### src/design/core_params.svh
`ifndef CORE_PARAMS_SVH
`define CORE_PARAMS_SVH

// datapath word and register numbering
`define DATA_WIDTH      32
`define REG_ADDR_WIDTH  5
`define NUM_REGS        32

// rising edges from pair capture to write-back outputs
`define WB_LATENCY      3

`endif

### src/design/isaPkg.sv
`include "core_params.svh"

package isaPkg;

    // primary opcodes, anything else decodes as a no-op
    typedef enum logic [5:0] {
        RTYPE = 6'h00,
        ADDI  = 6'h08,
        ORI   = 6'h0d
    } opcodeE;

    // R-type function codes
    typedef enum logic [5:0] {
        SLL = 6'h00,
        ADD = 6'h20,
        SUB = 6'h22,
        AND = 6'h24,
        OR  = 6'h25,
        SLT = 6'h2a
    } functE;

    typedef enum logic [3:0] {
        ALU_ADD = 4'd0,
        ALU_SUB = 4'd1,
        ALU_AND = 4'd2,
        ALU_OR  = 4'd3,
        ALU_SLT = 4'd4,
        ALU_SLL = 4'd5
    } aluOpE;

    // immediate is the low 16 bits, i.e. {rd, shamt, funct}
    typedef struct packed {
        opcodeE                      opcode;
        logic [`REG_ADDR_WIDTH-1:0]  rs;
        logic [`REG_ADDR_WIDTH-1:0]  rt;
        logic [`REG_ADDR_WIDTH-1:0]  rd;
        logic [`REG_ADDR_WIDTH-1:0]  shamt;
        functE                       funct;
    } instrS;

endpackage

### src/design/pipePkg.sv
`include "core_params.svh"

package pipePkg;

    // per-lane control from the decoder
    typedef struct packed {
        logic           regWrite;
        logic           aluSrc;
        logic           immSigned;
        isaPkg::aluOpE  aluOp;
    } laneCtrlS;

    // one lane of the decode/execute register
    typedef struct packed {
        laneCtrlS                    ctrl;
        logic [`REG_ADDR_WIDTH-1:0]  rs;
        logic [`REG_ADDR_WIDTH-1:0]  rt;
        // zero when the lane writes nothing
        logic [`REG_ADDR_WIDTH-1:0]  dest;
        logic [`REG_ADDR_WIDTH-1:0]  shamt;
        logic [`DATA_WIDTH-1:0]      rsData;
        logic [`DATA_WIDTH-1:0]      rtData;
        // already extended
        logic [`DATA_WIDTH-1:0]      imm;
    } exLaneS;

endpackage

### src/design/wbBusIf.sv
`timescale 1ns/1ps

interface wbBusIf #(
    parameter int DataWidth = 32,
    parameter int AddrWidth = 5
);
    // lane 1 result
    logic                 en1;
    logic [AddrWidth-1:0] reg1;
    logic [DataWidth-1:0] data1;
    // lane 2 result, wins on a same-register collision
    logic                 en2;
    logic [AddrWidth-1:0] reg2;
    logic [DataWidth-1:0] data2;

    modport source (output en1, reg1, data1, en2, reg2, data2);
    modport sink   (input  en1, reg1, data1, en2, reg2, data2);
endinterface

### src/design/controlUnit.sv
`timescale 1ns/1ps
`include "core_params.svh"

module controlUnit (
    input  isaPkg::instrS     instr,
    output pipePkg::laneCtrlS ctrl
);

    always_comb begin
        // default is a no-op lane
        ctrl.regWrite  = 1'b0;
        ctrl.aluSrc    = 1'b0;
        ctrl.immSigned = 1'b0;
        ctrl.aluOp     = isaPkg::ALU_ADD;
        case (instr.opcode)
            isaPkg::RTYPE: begin
                ctrl.regWrite = 1'b1;
                case (instr.funct)
                    isaPkg::ADD: ctrl.aluOp = isaPkg::ALU_ADD;
                    isaPkg::SUB: ctrl.aluOp = isaPkg::ALU_SUB;
                    isaPkg::AND: ctrl.aluOp = isaPkg::ALU_AND;
                    isaPkg::OR:  ctrl.aluOp = isaPkg::ALU_OR;
                    isaPkg::SLT: ctrl.aluOp = isaPkg::ALU_SLT;
                    isaPkg::SLL: ctrl.aluOp = isaPkg::ALU_SLL;
                    // unknown funct writes nothing
                    default: ctrl.regWrite = 1'b0;
                endcase
            end
            isaPkg::ADDI: begin
                ctrl.regWrite  = 1'b1;
                ctrl.aluSrc    = 1'b1;
                ctrl.immSigned = 1'b1;
            end
            isaPkg::ORI: begin
                ctrl.regWrite = 1'b1;
                ctrl.aluSrc   = 1'b1;
                ctrl.aluOp    = isaPkg::ALU_OR;
            end
            default: ;
        endcase
    end

endmodule

### src/design/registerFile.sv
`timescale 1ns/1ps
`include "core_params.svh"

module registerFile (
    input  logic                       clk,
    input  logic                       arstN,
    input  logic [`REG_ADDR_WIDTH-1:0] rdAddr1,
    input  logic [`REG_ADDR_WIDTH-1:0] rdAddr2,
    input  logic [`REG_ADDR_WIDTH-1:0] rdAddr3,
    input  logic [`REG_ADDR_WIDTH-1:0] rdAddr4,
    wbBusIf.sink                       wb,
    output logic [`DATA_WIDTH-1:0]     rdData1,
    output logic [`DATA_WIDTH-1:0]     rdData2,
    output logic [`DATA_WIDTH-1:0]     rdData3,
    output logic [`DATA_WIDTH-1:0]     rdData4
);

    logic [`DATA_WIDTH-1:0]     regs  [`NUM_REGS];
    logic [`REG_ADDR_WIDTH-1:0] addrs [4];
    logic [`DATA_WIDTH-1:0]     datas [4];

    always_ff @(posedge clk or negedge arstN) begin
        if (!arstN) begin
            for (int i = 0; i < `NUM_REGS; i++) begin
                regs[i] <= '0;
            end
        end else begin
            if (wb.en1 && wb.reg1 != '0) begin
                regs[wb.reg1] <= wb.data1;
            end
            // lane 2 is later in program order, its write lands last
            if (wb.en2 && wb.reg2 != '0) begin
                regs[wb.reg2] <= wb.data2;
            end
        end
    end

    assign addrs = '{rdAddr1, rdAddr2, rdAddr3, rdAddr4};

    // combinational reads with write-through, same lane priority as the write
    for (genvar p = 0; p < 4; p++) begin : gRead
        assign datas[p] = (addrs[p] == '0)                    ? '0 :
                          (wb.en2 && wb.reg2 == addrs[p])     ? wb.data2 :
                          (wb.en1 && wb.reg1 == addrs[p])     ? wb.data1 :
                                                                regs[addrs[p]];
    end

    assign rdData1 = datas[0];
    assign rdData2 = datas[1];
    assign rdData3 = datas[2];
    assign rdData4 = datas[3];

endmodule

### src/design/alu.sv
`timescale 1ns/1ps
`include "core_params.svh"

module alu (
    input  logic [`DATA_WIDTH-1:0]     a,
    input  logic [`DATA_WIDTH-1:0]     b,
    input  logic [`REG_ADDR_WIDTH-1:0] shamt,
    input  isaPkg::aluOpE              op,
    output logic [`DATA_WIDTH-1:0]     y
);

    logic lessThan;

    // signed compare for SLT
    assign lessThan = $signed(a) < $signed(b);

    always_comb begin
        case (op)
            isaPkg::ALU_ADD: y = a + b;
            isaPkg::ALU_SUB: y = a - b;
            isaPkg::ALU_AND: y = a & b;
            isaPkg::ALU_OR:  y = a | b;
            isaPkg::ALU_SLT: y = {{(`DATA_WIDTH-1){1'b0}}, lessThan};
            // shifts rt, rs is ignored
            isaPkg::ALU_SLL: y = b << shamt;
            default:         y = '0;
        endcase
    end

endmodule

### src/design/decodeStage.sv
`timescale 1ns/1ps
`include "core_params.svh"

module decodeStage (
    input  logic                       clk,
    input  logic                       arstN,
    input  logic                       pairValid,
    input  logic [`DATA_WIDTH-1:0]     instr1,
    input  logic [`DATA_WIDTH-1:0]     instr2,
    input  logic [`DATA_WIDTH-1:0]     rdData1,
    input  logic [`DATA_WIDTH-1:0]     rdData2,
    input  logic [`DATA_WIDTH-1:0]     rdData3,
    input  logic [`DATA_WIDTH-1:0]     rdData4,
    output logic [`REG_ADDR_WIDTH-1:0] rdAddr1,
    output logic [`REG_ADDR_WIDTH-1:0] rdAddr2,
    output logic [`REG_ADDR_WIDTH-1:0] rdAddr3,
    output logic [`REG_ADDR_WIDTH-1:0] rdAddr4,
    output logic                       exValid,
    output pipePkg::exLaneS            exLane1,
    output pipePkg::exLaneS            exLane2
);

    logic              idValid;
    isaPkg::instrS     idInstr1;
    isaPkg::instrS     idInstr2;
    pipePkg::laneCtrlS ctrl1;
    pipePkg::laneCtrlS ctrl2;

    // assemble one lane record from its instruction, control and operands
    function automatic pipePkg::exLaneS buildLane(
        input isaPkg::instrS          ins,
        input pipePkg::laneCtrlS      ctrl,
        input logic [`DATA_WIDTH-1:0] rsData,
        input logic [`DATA_WIDTH-1:0] rtData
    );
        pipePkg::exLaneS lane;
        logic [15:0]     imm16;
        imm16       = ins[15:0];
        lane.ctrl   = ctrl;
        lane.rs     = ins.rs;
        lane.rt     = ins.rt;
        lane.shamt  = ins.shamt;
        lane.rsData = rsData;
        lane.rtData = rtData;
        if (!ctrl.regWrite) begin
            lane.dest = '0;
        end else if (ins.opcode == isaPkg::RTYPE) begin
            lane.dest = ins.rd;
        end else begin
            lane.dest = ins.rt;
        end
        lane.imm = ctrl.immSigned ? {{(`DATA_WIDTH-16){imm16[15]}}, imm16}
                                  : {{(`DATA_WIDTH-16){1'b0}}, imm16};
        return lane;
    endfunction

    always_ff @(posedge clk or negedge arstN) begin
        if (!arstN) begin
            idValid <= 1'b0;
            exValid <= 1'b0;
        end else begin
            idValid <= pairValid;
            exValid <= idValid;
        end
    end

    controlUnit cu1 (.instr(idInstr1), .ctrl(ctrl1));
    controlUnit cu2 (.instr(idInstr2), .ctrl(ctrl2));

    assign rdAddr1 = idInstr1.rs;
    assign rdAddr2 = idInstr1.rt;
    assign rdAddr3 = idInstr2.rs;
    assign rdAddr4 = idInstr2.rt;

    // payload follows the valid bits
    always_ff @(posedge clk) begin
        idInstr1 <= isaPkg::instrS'(instr1);
        idInstr2 <= isaPkg::instrS'(instr2);
        exLane1  <= buildLane(idInstr1, ctrl1, rdData1, rdData2);
        exLane2  <= buildLane(idInstr2, ctrl2, rdData3, rdData4);
    end

endmodule

### src/design/executeStage.sv
`timescale 1ns/1ps
`include "core_params.svh"

module executeStage (
    input  logic            clk,
    input  logic            arstN,
    input  logic            exValid,
    input  pipePkg::exLaneS exLane1,
    input  pipePkg::exLaneS exLane2,
    wbBusIf.source          wbOut,
    wbBusIf.sink            wbFwd
);

    pipePkg::exLaneS        lanes  [2];
    logic [`DATA_WIDTH-1:0] result [2];

    assign lanes[0] = exLane1;
    assign lanes[1] = exLane2;

    for (genvar l = 0; l < 2; l++) begin : gLane
        logic                   hitA1;
        logic                   hitA2;
        logic                   hitB1;
        logic                   hitB2;
        logic [`DATA_WIDTH-1:0] srcA;
        logic [`DATA_WIDTH-1:0] srcB;
        logic [`DATA_WIDTH-1:0] opB;

        // matches against the write-back register, r0 never forwards
        assign hitA1 = wbFwd.en1 && wbFwd.reg1 == lanes[l].rs && lanes[l].rs != '0;
        assign hitA2 = wbFwd.en2 && wbFwd.reg2 == lanes[l].rs && lanes[l].rs != '0;
        assign hitB1 = wbFwd.en1 && wbFwd.reg1 == lanes[l].rt && lanes[l].rt != '0;
        assign hitB2 = wbFwd.en2 && wbFwd.reg2 == lanes[l].rt && lanes[l].rt != '0;

        // lane 2 checked first so it overrides lane 1
        assign srcA = hitA2 ? wbFwd.data2 :
                      hitA1 ? wbFwd.data1 : lanes[l].rsData;
        assign srcB = hitB2 ? wbFwd.data2 :
                      hitB1 ? wbFwd.data1 : lanes[l].rtData;

        assign opB = lanes[l].ctrl.aluSrc ? lanes[l].imm : srcB;

        alu uAlu (
            .a     (srcA),
            .b     (opB),
            .shamt (lanes[l].shamt),
            .op    (lanes[l].ctrl.aluOp),
            .y     (result[l])
        );
    end

    // write-back register, enables act as its valid bits
    always_ff @(posedge clk or negedge arstN) begin
        if (!arstN) begin
            wbOut.en1 <= 1'b0;
            wbOut.en2 <= 1'b0;
        end else begin
            wbOut.en1 <= exValid && exLane1.dest != '0;
            wbOut.en2 <= exValid && exLane2.dest != '0;
        end
    end

    always_ff @(posedge clk) begin
        wbOut.reg1  <= exLane1.dest;
        wbOut.data1 <= result[0];
        wbOut.reg2  <= exLane2.dest;
        wbOut.data2 <= result[1];
    end

endmodule

### src/design/dualIssueCore.sv
`timescale 1ns/1ps
`include "core_params.svh"

module dualIssueCore (
    input  logic                       clk,
    input  logic                       arstN,
    input  logic                       pairValid,
    input  logic [`DATA_WIDTH-1:0]     instr1,
    input  logic [`DATA_WIDTH-1:0]     instr2,
    output logic                       wbEn1,
    output logic                       wbEn2,
    output logic [`REG_ADDR_WIDTH-1:0] wbReg1,
    output logic [`REG_ADDR_WIDTH-1:0] wbReg2,
    output logic [`DATA_WIDTH-1:0]     wbData1,
    output logic [`DATA_WIDTH-1:0]     wbData2
);

    logic [`REG_ADDR_WIDTH-1:0] rdAddr1, rdAddr2, rdAddr3, rdAddr4;
    logic [`DATA_WIDTH-1:0]     rdData1, rdData2, rdData3, rdData4;
    logic                       exValid;
    pipePkg::exLaneS            exLane1;
    pipePkg::exLaneS            exLane2;

    wbBusIf #(.DataWidth(`DATA_WIDTH), .AddrWidth(`REG_ADDR_WIDTH)) wbBus ();

    decodeStage uDecode (
        .clk, .arstN, .pairValid, .instr1, .instr2,
        .rdData1, .rdData2, .rdData3, .rdData4,
        .rdAddr1, .rdAddr2, .rdAddr3, .rdAddr4,
        .exValid, .exLane1, .exLane2
    );

    registerFile uRegFile (
        .clk, .arstN,
        .rdAddr1, .rdAddr2, .rdAddr3, .rdAddr4,
        .wb (wbBus),
        .rdData1, .rdData2, .rdData3, .rdData4
    );

    // drives the bus and reads it back for forwarding
    executeStage uExecute (
        .clk, .arstN, .exValid, .exLane1, .exLane2,
        .wbOut (wbBus),
        .wbFwd (wbBus)
    );

    assign wbEn1   = wbBus.en1;
    assign wbReg1  = wbBus.reg1;
    assign wbData1 = wbBus.data1;
    assign wbEn2   = wbBus.en2;
    assign wbReg2  = wbBus.reg2;
    assign wbData2 = wbBus.data2;

endmodule

### config.mk
export PLATFORM = sky130hd
export DESIGN_NAME = dualIssueCore
export DESIGN_NICKNAME = d
export VERILOG_FILES = /design/src/design/isaPkg.sv /design/src/design/pipePkg.sv /design/src/design/wbBusIf.sv /design/src/design/controlUnit.sv /design/src/design/registerFile.sv /design/src/design/alu.sv /design/src/design/decodeStage.sv /design/src/design/executeStage.sv /design/src/design/dualIssueCore.sv
export VERILOG_INCLUDE_DIRS = /design/src /design/src/design
export SDC_FILE = /design/constraint.sdc
export NUM_CORES = 2
export LEC_CHECK = 0
export BUFFER_PORTS_ARGS = -buffer_cell sky130_fd_sc_hd__buf_4
export CAP_MARGIN = 20
export CORE_UTILIZATION = 47
export DETAILED_ROUTE_END_ITERATION = 16
export SYNTH_ARGS = -nofsm -noshare
export SYNTH_HDL_FRONTEND = slang
export SYNTH_SLANG_ARGS = --single-unit
### constraint.sdc
create_clock -name clk -period 7.43 [get_ports clk]
set_input_delay 0.743 -clock clk [delete_from_list [all_inputs] [get_ports clk]]
set_output_delay 0.743 -clock clk [all_outputs]
set_load 0.02 [all_outputs]
* Yosys cells after proc, flatten, opt, wreduce, memory -nomap -nowiden
Cells that the tools add are included.
** Word-level totals
- Bits in registers :: 1378
- Input port bits :: 67
- Output and inout port bits :: 76
- Word-level logic and storage cells :: 244
** Operators by class
- Add/sub/neg operators :: 4
- $lt $le $gt $ge :: 10
- Eq/ne operators :: 40
- Shifts and indexed selects :: 2
- Mux-type cells :: 54
- Bitwise logic cells :: 10
- Reductions and logical operators :: 52
** Operator list (number)
- 1024-bit bitwise mux :: 2
- 1024-bit two-way mux :: 2
- 32-bit two-way mux :: 28
- 32-bit binary-select mux with 5-bit select :: 4
- 32-bit case mux with 6 select lines :: 2
- 32-bit demux with 5-bit select :: 2
- 5-bit == test :: 16
- 32-bit adder :: 2
- 32-bit bitwise AND :: 2
- 32-bit less-than comparator :: 2
- 32-bit OR :: 2
- 32-bit by 5-bit << shifter with 32-bit output :: 2
- 32-bit subtractor :: 2
- 6-bit == test, second input constant :: 10
- 5-bit nonzero test :: 8
- 6-bit greater-or-equal comparator, second input constant :: 6
- 5-bit inverter with 6-bit output :: 6
- 1-bit logical AND :: 30
- 3-bit case mux with 5 select lines :: 2
- 6-bit by 4-bit == test with 1-bit output, second input constant :: 4
- 6-bit zero test :: 4
- 5-bit zero test :: 4
- 4-bit by 2-bit == test with 1-bit output, second input constant :: 4
- 4-bit by 3-bit == test with 1-bit output, second input constant :: 4
- 9 further kinds :: 22

* Longest topological paths before layout
- Depth in word-level cells :: 9
- Mapped depth :: 23
- Mapped depth without buffers :: 19

* Cells and area by module
From an unflattened synthesis, not the netlist that was laid out.
** Second synthesis, totals
- Cell total of the unflattened synthesis :: 10941
- Area, all modules :: 107705.8 sq um
** Modules (own cells, without submodules)
- registerFile :: instances 1, cells each 7761, area each 82517.9 sq um, sequential area each 25624.6 sq um
- alu (uExecute.gLane[1].uAlu) :: instances 1, cells each 957, area each 6289.8 sq um, sequential area each 0.0 sq um
- alu (uExecute.gLane[0].uAlu) :: instances 1, cells each 954, area each 6286.0 sq um, sequential area each 0.0 sq um
- decodeStage :: instances 1, cells each 370, area each 6155.9 sq um, sequential area each 5455.2 sq um
- executeStage :: instances 1, cells each 843, area each 6128.4 sq um, sequential area each 1531.5 sq um
- controlUnit :: instances 2, cells each 28, area each 163.9 sq um, sequential area each 0.0 sq um

* Least setup slack after synthesis
No wires, ideal clock.
- Kind :: flip-flop to flip-flop
- Start point :: register uExecute.wbOut.reg1[3]
- End point :: register uExecute.wbOut.data2[26]
- Setup time :: 114 ps
- Data arrival time :: 5658 ps
- Data required time :: 7316 ps
- Setup slack :: 1659 ps
- Cell stages (with the launch flop) :: 21
- Buffers on the path :: 3
- Period minus slack after synthesis :: 5771 ps
- Cell sequence :: dfxtp_1 clkbuf_1 buf_1 xor2_1 nor4_1 clkbuf_1 mux2i_1 o21a_1 inv_1 ha_1 fa_1 a21o_1 a21o_1 a2111oi_0 or3b_2 and2_1 a311oi_1 o21ai_1 o21bai_1 a221o_1 a21o_1
** On the way
- Longest elaborated chain between the ends :: 8
- Elaborated cells on any way between the ends :: 17
- Classes of those cells :: add/sub: 2; eq/ne: 2; shift: 1; mux: 6; bitwise: 2; reduce/logical: 4
** Ends and longest elaborated chain
- start: declaration :: RTL line wbBusIf.sv:16 : modport source (output en1, reg1, data1, en2, reg2, data2);
- start signal: assignment :: RTL line executeStage.sv:64 : wbOut.reg1 <= exLane1.dest;
- 5-bit == test :: RTL line executeStage.sv:32 : assign hitB1 = wbFwd.en1 && wbFwd.reg1 == lanes[l].rt && lanes[l].rt != '0;
- 1-bit logical AND (2 in series) :: RTL line executeStage.sv:32
- 32-bit two-way mux :: RTL line executeStage.sv:39 : hitB1 ? wbFwd.data1 : lanes[l].rtData;
- 32-bit two-way mux :: RTL line executeStage.sv:38 : assign srcB = hitB2 ? wbFwd.data2 :
- 32-bit two-way mux :: RTL line executeStage.sv:41 : assign opB = lanes[l].ctrl.aluSrc ? lanes[l].imm : srcB;
- 32-bit subtractor (tied with other cells) :: RTL line alu.sv:20 : isaPkg::ALU_SUB: y = a - b;
- 32-bit case mux with 6 select lines (*) :: RTL line alu.sv:18 : case (op)
- via uExecute.gLane[1].uAlu.y[26] :: RTL line alu.sv:9 : output logic [`DATA_WIDTH-1:0] y
- end signal: assignment :: RTL line executeStage.sv:67 : wbOut.data2 <= result[1];
- end: declaration :: RTL line wbBusIf.sv:16
The timed path passes the listed nets; every way through them passes the cells marked *.
A chain may end at the register's enable or synchronous reset.

* Worst setup path in the final report
- Start point :: register uExecute.wbOut.reg2[1]
- End point :: register uExecute.wbOut.data2[26]
** On the way
- Longest elaborated chain between the ends :: 7
- Elaborated cells on any way between the ends :: 15
- Classes of those cells :: add/sub: 2; eq/ne: 2; shift: 1; mux: 4; bitwise: 2; reduce/logical: 4
** Ends and longest elaborated chain
- start: declaration :: RTL line wbBusIf.sv:16
- start signal: assignment :: RTL line executeStage.sv:66 : wbOut.reg2 <= exLane2.dest;
- 5-bit == test :: RTL line executeStage.sv:33 : assign hitB2 = wbFwd.en2 && wbFwd.reg2 == lanes[l].rt && lanes[l].rt != '0;
- 1-bit logical AND (2 in series) :: RTL line executeStage.sv:33
- 32-bit two-way mux :: RTL line executeStage.sv:38
- 32-bit two-way mux :: RTL line executeStage.sv:41
- 32-bit subtractor (tied with other cells) :: RTL line alu.sv:20
- 32-bit case mux with 6 select lines (*) :: RTL line alu.sv:18
- via uExecute.gLane[1].uAlu.y[26] :: RTL line alu.sv:9
Marked as above.

==> impl_metrics.tcl <==
set metrics [dict create \
    maxCapViolCount 0 \
    synth_area_leaders "mux4_2, dfrtp_1, mux2i_1" \
    fmaxAchievable_ghz 0.149 \
    syn-cell-area_sq_mm 0.106 \
    synth_edf_count 0 \
    dieArea_sq_mm 0.227 \
    setup_viol 0 \
    dp_hpwl_mm 308 \
    cp_max_fo 20 \
    totalWireLength_mm 502 \
    drc_errors 0 \
    grt-ovfl-total 0 \
    via_count 93700 \
    cp.arrival_ns 7.49 \
    synth-main-ff-cell "dfrtp_1" \
    muxShareOfSynthArea 0.387 \
    antenna_found_initial 40 \
    drive_gt1_frac 0.235 \
    grt_pass1_vias 88200 \
    synthDistinctLibCells 92 \
    setup_tns_ns 0 \
    fill_cells 19500 \
    avgSynthCellArea_sq_um 10.5 \
    drtAntennaViolNets 0 \
    critical_path.max_stage_delay_ns 0.91 \
    yosys.area_share.simple 0.0867 \
    setup.worst_path.end_class "flop" \
    critical_path_class "flop to flop" \
    synth_top_area_cell "mux4_2" \
    synth_cells 10100 \
    grt_pass1_wl_mm 699 \
    cp_slowest_cell "dfxtp_1" \
    setup_slack_ns 0.726 \
    wl_per_cell_um 39.5 \
    clock-root-buffer "clkbuf_16" \
    r2r_cells 19 \
    synth-xor-area-share 0.0111 \
    async_flop_share 0.753 \
    post_cts_buffers 0 \
    cts_sinks 1366 \
    crit_family "compound AO/OA/AOI/OAI gates" \
    synth_top_area_frac 0.279 \
    routabilityCongestion 1.02 \
    final_util 0.518 \
    slew_violations 0 \
    synth-adder-area-share 0.0246 \
    r2r-end "uExecute.wbOut.data2[26]$_DFF_P_" \
    track_usage 0.434 \
    io_buffers 142 \
    htreeDepth 4 \
    place_ws_ns 0.937 \
    drt_iter0_drc 15200 \
    period_share 0.902 \
    reg2reg_from "uExecute.wbOut.reg2[1]$_DFF_P_" \
    min-delay-start "instr2[17]" \
    nNetsFinal 9837 \
    fin_cells 12700 \
    worst_pin_slew_ns 1.39 \
    num_io_pins 143 \
    vias_per_cell 7.39 \
    worstPathRequired_ns 8.22 \
    row_count 173 \
    cts_resized 0 \
    maxSlewHeadroom 0.0629 \
    initial_core_util 0.474 \
    static-leakage-power_nw 48.7 \
    cts_made_buffers 163 \
    cts_tree "done" \
    timing.critical_path.buf_inv 2 \
    area_growth_pct 9.30 \
    synth-seq-area-share 0.307 \
    firstDrtPassIters 8 \
    clkTransAtPathRegs_ns 0.06 \
    syn-num-nets 10400 \
    hold_depth 1 \
    worstHoldEndpoint "uDecode.rdAddr4[1]$_DFF_P_" \
    yosysWarnings 0 \
    clock_latency_ns 0.90 \
    synth_top_family_by_area "multiplexers" \
    startpoint_type "flop" \
    hold_viol 0 \
    rsz0062_at_grt "no" \
    skew_ns 0.0617 \
    synth_compound_area_frac 0.132 \
    core-area_sq_mm 0.223 \
    status "finished, final reports clean" \
    place_inst 12300 \
    cp_cell_sequence "xnor2_1 > nand4_1 > or2_1 > a311o_1 > and2_1 > inv_1 > ha_1 > fa_1 > a21o_1 > a21o_1 > a2111oi_0 > buf_4 > or3b_2 > and2_1 > a311oi_1 > o21ai_1 > o21bai_1 > a221o_1 > a21o_1" \
    grt_max_degree 152 \
    period_needed_ns 6.70 \
    die_x_um 476 \
    irDropWorstVdd_v 0.000284 \
    crit_top_cell "a21o_1" \
    synth-seq-cells 1366 \
    hold_class "primary input to flop" \
    die_y_um 476 \
    ff2ff_setup_slack_ns 0.73 \
    p_per_area_mw_per_mm2 153 \
    clockBufferDepth 3 \
]
==> Yosys cell counts (201+ instances only) <==
master and number:
mux4_2 1308, mux2i_1 1119, nor2_1 1092, dfrtp_1 1028
clkbuf_1 948, a21oi_1 900, nand2_1 704, o21ai_0 626
dfxtp_1 338, buf_1 207, inv_1 205, ha_1 201
==> cell type report <==
| cell class | instances | area [sq um] | share of cell area |
|---|---|---|---|
| diodes | 16 | 40.0 | 0.000347 |
| multi-input cells | 7309 | 68400 | 0.592 |
| inverters | 216 | 811 | 0.00702 |
| repair buffers | 509 | 4370 | 0.0378 |
| well taps | 2975 | 3720 | 0.0322 |
| clock inverters | 69 | 733 | 0.00635 |
| flip-flops and latches | 1366 | 32700 | 0.283 |
| clock buffers | 224 | 4770 | 0.0413 |
==> through the flow <==
stage               power (mW)  hold WS (ns)  area (sq um)
floorplan                 8.57         0.310        106000
global placement          9.24         0.311        109000
detailed placement        9.24         0.312        109000
CTS                       17.6        0.0183        115000
global route              18.0        0.0313        115000
finish                    17.7        0.0501        116000
==> metal layers <==
layer	vias to the layer above	GRT usage	wire, um
li1	37100	-	-
met1	46600	0.536	175000
met2	7918	0.613	208000
met3	2026	0.176	73700
met4	28	0.315	44400
met5	-	0	189
==> flip-flops by register name, indices dropped and copies added (netlist names), 22 cells and up <==
| name | flops |
|---|---|
| uDecode.exLane2 | 100 |
| uExecute.wbOut.data1 | 32 |
| uDecode.idInstr1 | 22 |
| uExecute.wbOut.data2 | 32 |
| uRegFile.regs | 1024 |
| uDecode.idInstr2 | 22 |
| uDecode.exLane1 | 100 |
==> cell families after synthesis <==
kind of cell	count (synthesis)
adder cells (fa/ha/maj)	205
AND/OR/NAND/NOR	2214
buffers and inverters	1403
flip-flops	1366
AO/OA/AOI/OAI	2310
XOR/XNOR	134
multiplexers	2446
==> worst max path at each step <==
stage,start,to,depth (start not counted)
floorplan,uExecute.wbOut.reg1[3]$_DFF_P_,uExecute.wbOut.data2[26]$_DFF_P_,20
global placement,uExecute.wbOut.reg1[4]$_DFF_P_,uExecute.wbOut.data2[26]$_DFF_P_,21
detailed placement,uExecute.wbOut.reg2[1]$_DFF_P_,uExecute.wbOut.data2[26]$_DFF_P_,19
CTS,uExecute.wbOut.reg2[1]$_DFF_P_,uExecute.wbOut.data2[26]$_DFF_P_,19
global route,uExecute.wbOut.reg1[3]$_DFF_P_,uExecute.wbOut.data2[26]$_DFF_P_,20
finish,uExecute.wbOut.reg2[1]$_DFF_P_,uExecute.wbOut.data2[26]$_DFF_P_,19
==> what timing repair did <==
item | in CTS | in global routing
endpoints found under the setup margin | 0 | 0
hold buffers | 64 | 0
hold endpoints to repair | 131 | 0
==> placed cells by master, fill, tap and decap left out, types with 28 or more instances in the layout <==
master and n:
mux4_2 1308, mux2i_1 1119, nor2_1 1064, dfrtp_1 1028, a21oi_1 900, nand2_1 679, o21ai_0 626, buf_4 412
dfxtp_1 251, inv_1 205, ha_1 201, a211oi_1 177, clkbuf_16 169, a32oi_1 124, nand3_1 98, nor3_1 98
xnor2_1 89, dlygate4sd3_1 64, dfxtp_2 64, o21a_1 47, xor2_1 45, a311oi_1 43, o211ai_1 41, a31oi_1 41
o22ai_1 37, a21o_1 35, clkbuf_8 33, or2_2 29, clkinv_2 28
==> report_power, final <==
part,switching [mW],internal [mW]
Combinational,1.02,0.527
Clock,3.61,4.90
Sequential,0.166,7.46
Power figures use the tool's default switching activity.
